## config.mk

```make
export PLATFORM = sky130hd
export DESIGN_NAME = flow_merge
export DESIGN_NICKNAME = d
export VERILOG_FILES = /design/src/hw/flow_merge_pkg.sv /design/src/hw/flow_arb_rr.sv /design/src/hw/flow_merge.sv /design/src/hw/grant_mux.sv /design/src/hw/pop_skid.sv /design/src/hw/rr_arb.sv
export SDC_FILE = /design/constraint.sdc
export NUM_CORES = 1
export LEC_CHECK = 0
export BUFFER_PORTS_ARGS = -buffer_cell sky130_fd_sc_hd__buf_2
export CAP_MARGIN = 15
export CORE_MARGIN = 1.5
export CORE_UTILIZATION = 51
export CTS_CLUSTER_SIZE = 30
export DETAILED_ROUTE_END_ITERATION = 7
export PLACE_DENSITY = 0.81
export SYNTH_ARGS = -nofsm -noshare
export SYNTH_HDL_FRONTEND = slang
export SYNTH_SLANG_ARGS = --single-unit
export TNS_END_PERCENT = 50
```

## constraint.sdc

```tcl
create_clock -name clk -period 2.7 [get_ports clk]
set_input_delay 0.675 -clock clk [delete_from_list [all_inputs] [get_ports clk]]
set_output_delay 0.675 -clock clk [all_outputs]
set_load 0.01 [all_outputs]
```

## src/hw/flow_merge_pkg.sv

```systemverilog
/*
 * Four-way stream merge shared definitions
 * Requester count, payload and index widths, and the merged output item
 */

package flow_merge_pkg;

  // ----------------------------------------
  // Sizes
  // ----------------------------------------

  // Number of merged requester streams
  localparam int num_req = 4;

  // Payload width of one requester word
  localparam int data_w = 16;

  // Source index width, wide enough for every requester
  localparam int src_w = $clog2(num_req);

  // ----------------------------------------
  // Types
  // ----------------------------------------

  // One bit per requester
  // Used for request, grant and ready masks
  typedef logic [num_req-1:0] req_vec_t;

  // Merged output item
  // Source index in the upper bits, payload below
  typedef struct packed {
    logic [src_w-1:0]  src;
    logic [data_w-1:0] data;
  } pop_item_t;

endpackage : flow_merge_pkg

```

## src/hw/flow_arb_rr.sv

```systemverilog
/*
 * Flow-controlled round-robin arbiter
 * Turns requester valids and pop readiness into per-requester ready
 */

`timescale 1ns/1ps

module flow_arb_rr (
  input  logic                     clk,
  input  logic                     rst,
  input  flow_merge_pkg::req_vec_t push_valid,
  output flow_merge_pkg::req_vec_t push_ready,
  input  logic                     pop_ready,
  output logic                     pop_valid,
  output flow_merge_pkg::req_vec_t grant
);

  // Priority only moves when the pop side takes the item
  logic enable;

  // ----------------------------------------
  // Arbitration
  // ----------------------------------------

  assign enable = pop_ready;

  rr_arb i_rr_arb (
    .clk     (clk),
    .rst     (rst),
    .enable  (enable),
    .request (push_valid),
    .grant   (grant)
  );

  // ----------------------------------------
  // Handshake
  // ----------------------------------------

  // Only the granted requester sees ready
  // and only while the pop side can accept
  assign push_ready = grant & {flow_merge_pkg::num_req{pop_ready}};

  // Any valid request yields a pop item, grant is never empty then
  assign pop_valid = |push_valid;

endmodule : flow_arb_rr

```

## src/hw/flow_merge.sv

```systemverilog
/*
 * Four-way stream merge top level
 * Round-robin arbiter, tagged payload mux and registered output buffer
 */

`timescale 1ns/1ps

module flow_merge (
  input  logic                      clk,
  input  logic                      rst,
  input  flow_merge_pkg::req_vec_t  push_valid,
  output flow_merge_pkg::req_vec_t  push_ready,
  input  logic [flow_merge_pkg::num_req-1:0][flow_merge_pkg::data_w-1:0] push_data,
  output logic                      out_valid,
  input  logic                      out_ready,
  output flow_merge_pkg::pop_item_t out_item
);

  // ----------------------------------------
  // Internal wires
  // ----------------------------------------

  // One-hot winner of the current cycle
  flow_merge_pkg::req_vec_t grant;

  // Arbiter to buffer handshake
  logic pop_valid;
  logic pop_ready;

  // Tagged item from the mux
  flow_merge_pkg::pop_item_t in_item;

  // ----------------------------------------
  // Blocks
  // ----------------------------------------

  flow_arb_rr i_flow_arb_rr (
    .clk        (clk),
    .rst        (rst),
    .push_valid (push_valid),
    .push_ready (push_ready),
    .pop_ready  (pop_ready),
    .pop_valid  (pop_valid),
    .grant      (grant)
  );

  grant_mux i_grant_mux (
    .grant     (grant),
    .push_data (push_data),
    .item      (in_item)
  );

  // Registered output, one cycle to out_valid when empty
  pop_skid i_pop_skid (
    .clk       (clk),
    .rst       (rst),
    .in_valid  (pop_valid),
    .in_ready  (pop_ready),
    .in_item   (in_item),
    .out_valid (out_valid),
    .out_ready (out_ready),
    .out_item  (out_item)
  );

endmodule : flow_merge

```

## src/hw/grant_mux.sv

```systemverilog
/*
 * Grant-selected payload mux
 * Picks the granted word and tags it with its source index
 */

`timescale 1ns/1ps

module grant_mux (
  input  flow_merge_pkg::req_vec_t grant,
  input  logic [flow_merge_pkg::num_req-1:0][flow_merge_pkg::data_w-1:0] push_data,
  output flow_merge_pkg::pop_item_t item
);

  // Per-requester mask of the payload bits
  logic [flow_merge_pkg::data_w-1:0] data_sel;

  // Source index of the granted requester
  logic [flow_merge_pkg::src_w-1:0] src_sel;

  // ----------------------------------------
  // AND-OR select
  // ----------------------------------------

  // Grant is one-hot, so OR of masked words gives the granted word
  // Index encode rides in the same loop
  always_comb begin
    data_sel = '0;
    src_sel  = '0;
    for (int i = 0; i < flow_merge_pkg::num_req; i++) begin
      data_sel = data_sel | (push_data[i] & {flow_merge_pkg::data_w{grant[i]}});
      if (grant[i]) begin
        src_sel = src_sel | i[flow_merge_pkg::src_w-1:0];
      end
    end
  end

  // Zero grant gives zero item, no valid goes with it
  assign item.src  = src_sel;
  assign item.data = data_sel;

endmodule : grant_mux

```

## src/hw/pop_skid.sv

```systemverilog
/*
 * Two-entry output skid buffer
 * Registers the merged stream and absorbs one item of back-pressure
 */

`timescale 1ns/1ps

module pop_skid (
  input  logic                      clk,
  input  logic                      rst,
  input  logic                      in_valid,
  output logic                      in_ready,
  input  flow_merge_pkg::pop_item_t in_item,
  output logic                      out_valid,
  input  logic                      out_ready,
  output flow_merge_pkg::pop_item_t out_item
);

  // Occupancy, 0 to 2 entries
  logic [1:0] count_q;
  logic [1:0] count_d;

  // Main holds the oldest entry, skid the one behind it
  flow_merge_pkg::pop_item_t main_q;
  flow_merge_pkg::pop_item_t skid_q;

  // Transfers on each side
  logic push;
  logic pop;

  // ----------------------------------------
  // Handshake
  // ----------------------------------------

  // Both come straight from the count flop
  // so out_ready never reaches the requesters combinationally
  assign in_ready  = (count_q != 2'd2);
  assign out_valid = (count_q != 2'd0);
  assign out_item  = main_q;

  assign push = in_valid & in_ready;
  assign pop  = out_valid & out_ready;

  // ----------------------------------------
  // Occupancy
  // ----------------------------------------

  always_comb begin
    count_d = count_q;
    if (push && !pop) begin
      count_d = count_q + 2'd1;
    end else if (pop && !push) begin
      count_d = count_q - 2'd1;
    end
  end

  always_ff @(posedge clk) begin
    if (rst) begin
      count_q <= 2'd0;
    end else begin
      count_q <= count_d;
    end
  end

  // ----------------------------------------
  // Storage
  // ----------------------------------------

  always_ff @(posedge clk) begin
    // Skid drains into main when the head leaves
    if (pop && count_q == 2'd2) begin
      main_q <= skid_q;
    end
    // Fill main when empty, or when the head leaves with one entry
    if (push && (count_q == 2'd0 || (count_q == 2'd1 && pop))) begin
      main_q <= in_item;
    end
    // Stall with one entry, new item parks in skid
    if (push && count_q == 2'd1 && !pop) begin
      skid_q <= in_item;
    end
  end

endmodule : pop_skid

```

## src/hw/rr_arb.sv

```systemverilog
/*
 * Round-robin arbiter core
 * One-hot grant among valid requests, priority pointer advances on enable
 */

`timescale 1ns/1ps

module rr_arb (
  input  logic                     clk,
  input  logic                     rst,
  input  logic                     enable,
  input  flow_merge_pkg::req_vec_t request,
  output flow_merge_pkg::req_vec_t grant
);

  // One-hot priority pointer, set bit has highest priority
  flow_merge_pkg::req_vec_t prio_q;
  flow_merge_pkg::req_vec_t prio_d;

  // Pointer as a binary index
  logic [flow_merge_pkg::src_w-1:0] ptr_idx;

  // Request and grant in pointer-relative order
  flow_merge_pkg::req_vec_t rot_req;
  flow_merge_pkg::req_vec_t rot_grant;

  // Doubled vectors make the rotation a plain shift
  logic [2*flow_merge_pkg::num_req-1:0] req_dbl;
  logic [2*flow_merge_pkg::num_req-1:0] grant_dbl;

  // ----------------------------------------
  // Grant
  // ----------------------------------------

  // Encode the one-hot pointer
  always_comb begin
    ptr_idx = '0;
    for (int i = 0; i < flow_merge_pkg::num_req; i++) begin
      if (prio_q[i]) begin
        ptr_idx = ptr_idx | i[flow_merge_pkg::src_w-1:0];
      end
    end
  end

  // Rotate so the pointer position lands at bit 0
  assign req_dbl = {request, request} >> ptr_idx;
  assign rot_req = req_dbl[flow_merge_pkg::num_req-1:0];

  // First set bit wins
  assign rot_grant = rot_req & (~rot_req + 1'b1);

  // Rotate back to requester order
  assign grant_dbl = {rot_grant, rot_grant} << ptr_idx;
  assign grant = grant_dbl[2*flow_merge_pkg::num_req-1:flow_merge_pkg::num_req];

  // ----------------------------------------
  // Priority state
  // ----------------------------------------

  // Next priority goes to the requester after the granted one
  assign prio_d = {grant[flow_merge_pkg::num_req-2:0],
                   grant[flow_merge_pkg::num_req-1]};

  always_ff @(posedge clk) begin
    if (rst) begin
      // Requester 0 first after reset
      prio_q <= {{(flow_merge_pkg::num_req-1){1'b0}}, 1'b1};
    end else if (enable && |request) begin
      prio_q <= prio_d;
    end
  end

endmodule : rr_arb

```

Word-level counts from Yosys, hierarchy flattened
Index checks and enable logic that the tools add are counted.

storage, ports and cells
  bits of input ports = 71
  word-level logic and storage cells = 52
  output and inout bits = 23
  register bits = 42

operators by class
  bitwise gates (word level) = 12
  shift-type cells = 2
  reduce and logical (&&, ||, !) cells = 16
  equality and inequality tests = 3
  mux-type cells = 10
  $add $sub $neg = 3

operators by type and width
  cell                                                                    count
  16-bit bitwise AND                                                      4
  16-bit bitwise OR                                                       3
  18-bit 2-to-1 mux                                                       2
  2-bit 2-to-1 mux                                                        6
  4-bit bitwise AND                                                       2
  1-bit logical AND                                                       8
  8-bit by 2-bit << shifter with 8-bit output                             1
  8-bit by 2-bit >> shifter with 4-bit output                             1
  2-bit nonzero test                                                      3
  4-bit by 1-bit adder with 4-bit output (second input constant)          1
  4-bit NOT                                                               1
  4-bit OR reduction                                                      1
  2-bit by 1-bit adder with 2-bit output (second input constant)          1
  1-bit bitwise AND                                                       2
  2-bit by 1-bit equality test with 1-bit output (second input constant)  1
  2-bit equality test (second input constant)                             1
  1-bit zero test                                                         2
  2-bit zero test                                                         1
  1-bit 2-to-1 mux                                                        2
  2-bit != test (second input constant)                                   1
  2-bit by 1-bit subtractor with 2-bit output (second input constant)     1
  1-bit logical OR                                                        1

Logic depth before layout (Yosys ltp)
  depth after elaboration = 13
  gate-level depth with buffers = 9
  gate-level depth less buffers = 9

Modules after synthesis
From an unflattened synthesis, not the netlist that was laid out.

second synthesis, totals
  cells, all modules = 173
  area, all modules = 2290.9 µm²

by module, submodules not included
  module       area an instance (µm²)  seq. area each (µm²)  cells each  times used
  pop_skid     1551.5                  1121.1                77          1
  grant_mux    452.9                   0.0                   58          1
  rr_arb       254.0                   60.1                  33          1
  flow_arb_rr  32.5                    0.0                   5           1

Worst setup path after synthesis
OpenSTA, ideal clock, no wires.

  path kind = input-to-output
  start = input push_valid[3]
  end = output push_ready[2]
  path slack = 0.217 ns
  data required time = 2.025 ns
  path buffers = 2
  cell stages on the path = 6
  arrival time = 1.808 ns
  path through = buf_6 or4b_1 o31ai_2 buf_8 o21ai_2 inv_1

between the ends
  word-level cells in the longest chain between the ends = 6

RTL lines
  item                                           RTL line           text
  from (decl)                                    flow_merge.sv:11   input flow_merge_pkg::req_vec_t push_valid,
  8-bit by 2-bit >> shifter with 4-bit output *  rr_arb.sv:46       assign req_dbl = {request, request} >> ptr_idx;
  4-bit NOT                                      rr_arb.sv:50       assign rot_grant = rot_req & (~rot_req + 1'b1);
  4-bit by 1-bit adder with 4-bit output         rr_arb.sv:50
  4-bit bitwise AND *                            rr_arb.sv:50
  8-bit by 2-bit << shifter with 8-bit output *  rr_arb.sv:53       assign grant_dbl = {rot_grant, rot_grant} << ptr_idx;
  4-bit bitwise AND *                            flow_arb_rr.sv:41  assign push_ready = grant & {flow_merge_pkg::num_req{pop_ready}};
  to (decl)                                      flow_merge.sv:12   output flow_merge_pkg::req_vec_t push_ready,

Every way passes the cells marked *; elsewhere a longest branch is shown, timed or not.

Worst setup path in the final report
Same ends and word-level chain as after synthesis.

==> flow_summary_export.csv <==
group,metric,value,unit
critical_path,arrival,1.77,ns
clocking,clk_pin_slew,0.08,ns
floorplanning,initial_core_util,52.97,%
synthesis,synth_cell_types,45,
floorplanning,die-area,0.005786,mm^2
critical_path,critPathRequiredTime,2.03,ns
floorplanning,die_h,76.07,um
grt,grt_pass1_vias,2536,
timing,fin_crit,2.449,ns
layout,drive_gt1_share,40.16,%
route,drcViolationCount,0,
clocking,root_buffer,"clkbuf_8",
clocking,cts_setup_buffers,0,
synthesis,syn_area,0.002723,mm^2
place,gp_congestion,0.8938,
route,drtIter0Drc,182,
run_status,status,"complete, no violations",
clocking,cts_inserted_buffers,5,
clocking,cts_hold_buffers,0,
layout,final_nets,440,
synthesis,ys.flop_type,"edfxtp_1",
grt,grt_pass1_wl,11940,um
timing,rsz0062_at_grt,"false",
power_and_ir_drop,p_leak,1.383,nW
grt,grt_max_degree,19,
synthesis,synth_adder_area_share,1.838,%
critical_path,critPathLaunchType,"input port",
timing,hold_viol_final,0,
critical_path,cp-end-kind,"output port",
synthesis,async_reset_ff_share,0,%
clocking,clockBufferDepth,2,
floorplanning,coreArea,0.005140,mm^2
route,vias,2578,
floorplanning,die_w,76.07,um
synthesis,synth-seq-area-share,43.38,%
route,wirelength,7400,um
clocking,htreeDepth,2,
grt,grtUsageTotal,25.95,%
power_and_ir_drop,power_density,929.0,mW/mm^2
synthesis,yosys_warnings,0,
synthesis,yosys_register_bits,41,
synthesis,synthMuxAreaShare,0.4136,%
timing,finalSetupViolCount,0,
synthesis,synth_compound_area_share,30.38,%
clocking,clkLatencyLatePin,0.30,ns
clocking,post_cts_resized,0,
grt,antenna_found_initial,0,
power_and_ir_drop,ir_drop,685.9,uV
clocking,cts.sinks,41,
synthesis,synth-simple-area-share,16.87,%
critical_path,crit_chain,"buf_2 > or4b_1 > o31ai_4 > o21ai_2 > inv_1 > buf_2",
job,cap_viol_max_count,0,
route,wire_per_inst,16.93,um
synthesis,synth_top_family_by_area,"compound AO/OA/AOI/OAI gates",
synthesis,synth_xor_area_share,0.6434,%
synthesis,syn_inst,271,
clocking,cts_tree,"yes",
critical_path,crit_path_max_incr_delay,0.57,ns
timing,fin_setup_tns,0,ns
critical_path,crit_top_cell,"buf_2",
synthesis,synth_nets,346,
timing,relSlewSlack,44.23,%
min_path,hold_path.class,"flip-flop to flip-flop",
critical_path,worstSetupPathType,"input port to output port",
timing,max_clock_freq,0.4084,GHz
synthesis,syn_area_per_cell,10.05,um^2
floorplanning,core.rowCount,26,
critical_path,critPathSlowestCell,"or4b_1",
place,port_buffers,93,
grt,grt-ovfl-total,0,
critical_path,worstPathMaxFanout,10,
layout,design_area,0.003401,mm^2
timing,drv_slew,0,
layout,syn2layout_area_growth,24.91,%
timing,fin_skew,0.006742,ns
timing,period_share,90.69,%
route,vias_per_cell,5.899,
floorplanning,io_pins,94,
route,dr.pass1.iters,4,
place,postPlaceCellArea,0.003264,mm^2
synthesis,netlist.top_cell.by_area,"edfxtp_1",
place,hpwl,5287,um
timing,tightest_slew,0.8365,ns
synthesis,synth_top_area_share,39.71,%
route,drtAntennaViolNets,0,
synthesis,synth_edf_count,36,
critical_path,r2r_slack,0.53,ns
synthesis,ys_top_cells_by_area,"edfxtp_1 (40%), a41oi_2 (4.8%), a22oi_1 (4.4%), o211ai_1 (4.4%), a21oi_1 (3.7%)",
==> critical path: cells and delay by family <==
kind / cells / cell delay, ns
compound gates: 2 / 0.19
buf+inv: 3 / 0.33
simple gates: 1 / 0.57
==> final timing paths <==
kind / start / endpoint / depth (start not counted)
worst max-delay path: push_valid[3] / push_ready[2] / 6
worst min-delay path: i_pop_skid.count_q[1] / i_pop_skid.count_q[1] / 2
worst max register to register: i_pop_skid.count_q[0] / i_pop_skid.skid_q[13] / 5
worst min register to register: i_pop_skid.count_q[1] / i_pop_skid.count_q[1] / 2
==> cell usage after synthesis (9+ instances only) <==
cell      instances
edfxtp_1         36
nor2_1           25
nand2_1          22
a21oi_1          20
nand3_1          17
a22oi_1          16
and2_1           16
o211ai_1         16
inv_1            10
buf_2             9
o21ai_2           9
==> logic make-up after synthesis <==
logic type	count (synthesis)
adder cells (fa/ha/maj)	4
buffers and inverters	31
flip-flops	41
AO/OA/AOI/OAI	100
XOR/XNOR	2
AND/OR/NAND/NOR	92
multiplexers	1
==> sequential cells by signal (all words and copies together) (netlist names) <==
name / cells
i_pop_skid.skid_q: 18
i_pop_skid.out_item: 18
i_pop_skid.count_q: 2
i_flow_arb_rr.i_rr_arb.prio_q: 3
==> per-stage QoR <==
step | hold WS [ns] | power, mW | cells | utilization [%] | setup slack [ns]
after floorplan | 0.4806 | 2.104 | 271 | - | 0.2168
after global placement | 0.4951 | 2.537 | 428 | 63.51 | 0.2703
after detailed placement | 0.5201 | 2.568 | 428 | 63.51 | 0.2501
after CTS | 0.5396 | 3.158 | 436 | 66.11 | 0.2414
after global routing | 0.5828 | 3.335 | 436 | 66.11 | 0.1928
final | 0.5351 | 3.159 | 437 | 66.16 | 0.2515
==> cell type report <==
class	instances	area, um^2
Fill cell	445	1739
Antenna cell	1	2.502
Clock inverter	3	65.06
Tap cell	70	87.58
Clock buffer	5	68.82
Sequential cell	41	1181
Multi-Input combinational cell	199	1380
Timing Repair Buffer	108	578.1
Inverter	10	37.54
==> cells in the final DEF, fill, tap and decap left out, types with 2 or more instances in the layout <==
cell type	n
buf_2	93
edfxtp_1	36
nor2_1	25
nand2_1	22
a21oi_1	20
nand3_1	17
and2_1	16
a22oi_1	16
o211ai_1	16
buf_4	15
inv_1	10
o21ai_2	9
o21ai_0	8
a41oi_1	8
a41oi_2	8
clkbuf_8	5
dfxtp_1	5
ha_1	4
o22ai_1	2
nor2b_1	2
and3_1	2
xor2_1	2
bufinv_16	2
==> metal layers <==
metal / wire length, um / up-vias / GRT usage [%]
met5: 0 / - / 0
met4: 172 / 0 / 12.22
met3: 597 / 20 / 6.228
met2: 3824 / 129 / 45.86
met1: 2805 / 1208 / 29.54
li1: - / 1221 / -
==> report_power, final <==
group	leakage (nW)	switching (mW)	internal (mW)
logic	0.929	0.860	0.557
clock network	0.0681	0.226	0.367
registers	0.386	0.0814	1.07
No activity file was read; power rests on OpenSTA's default activity.
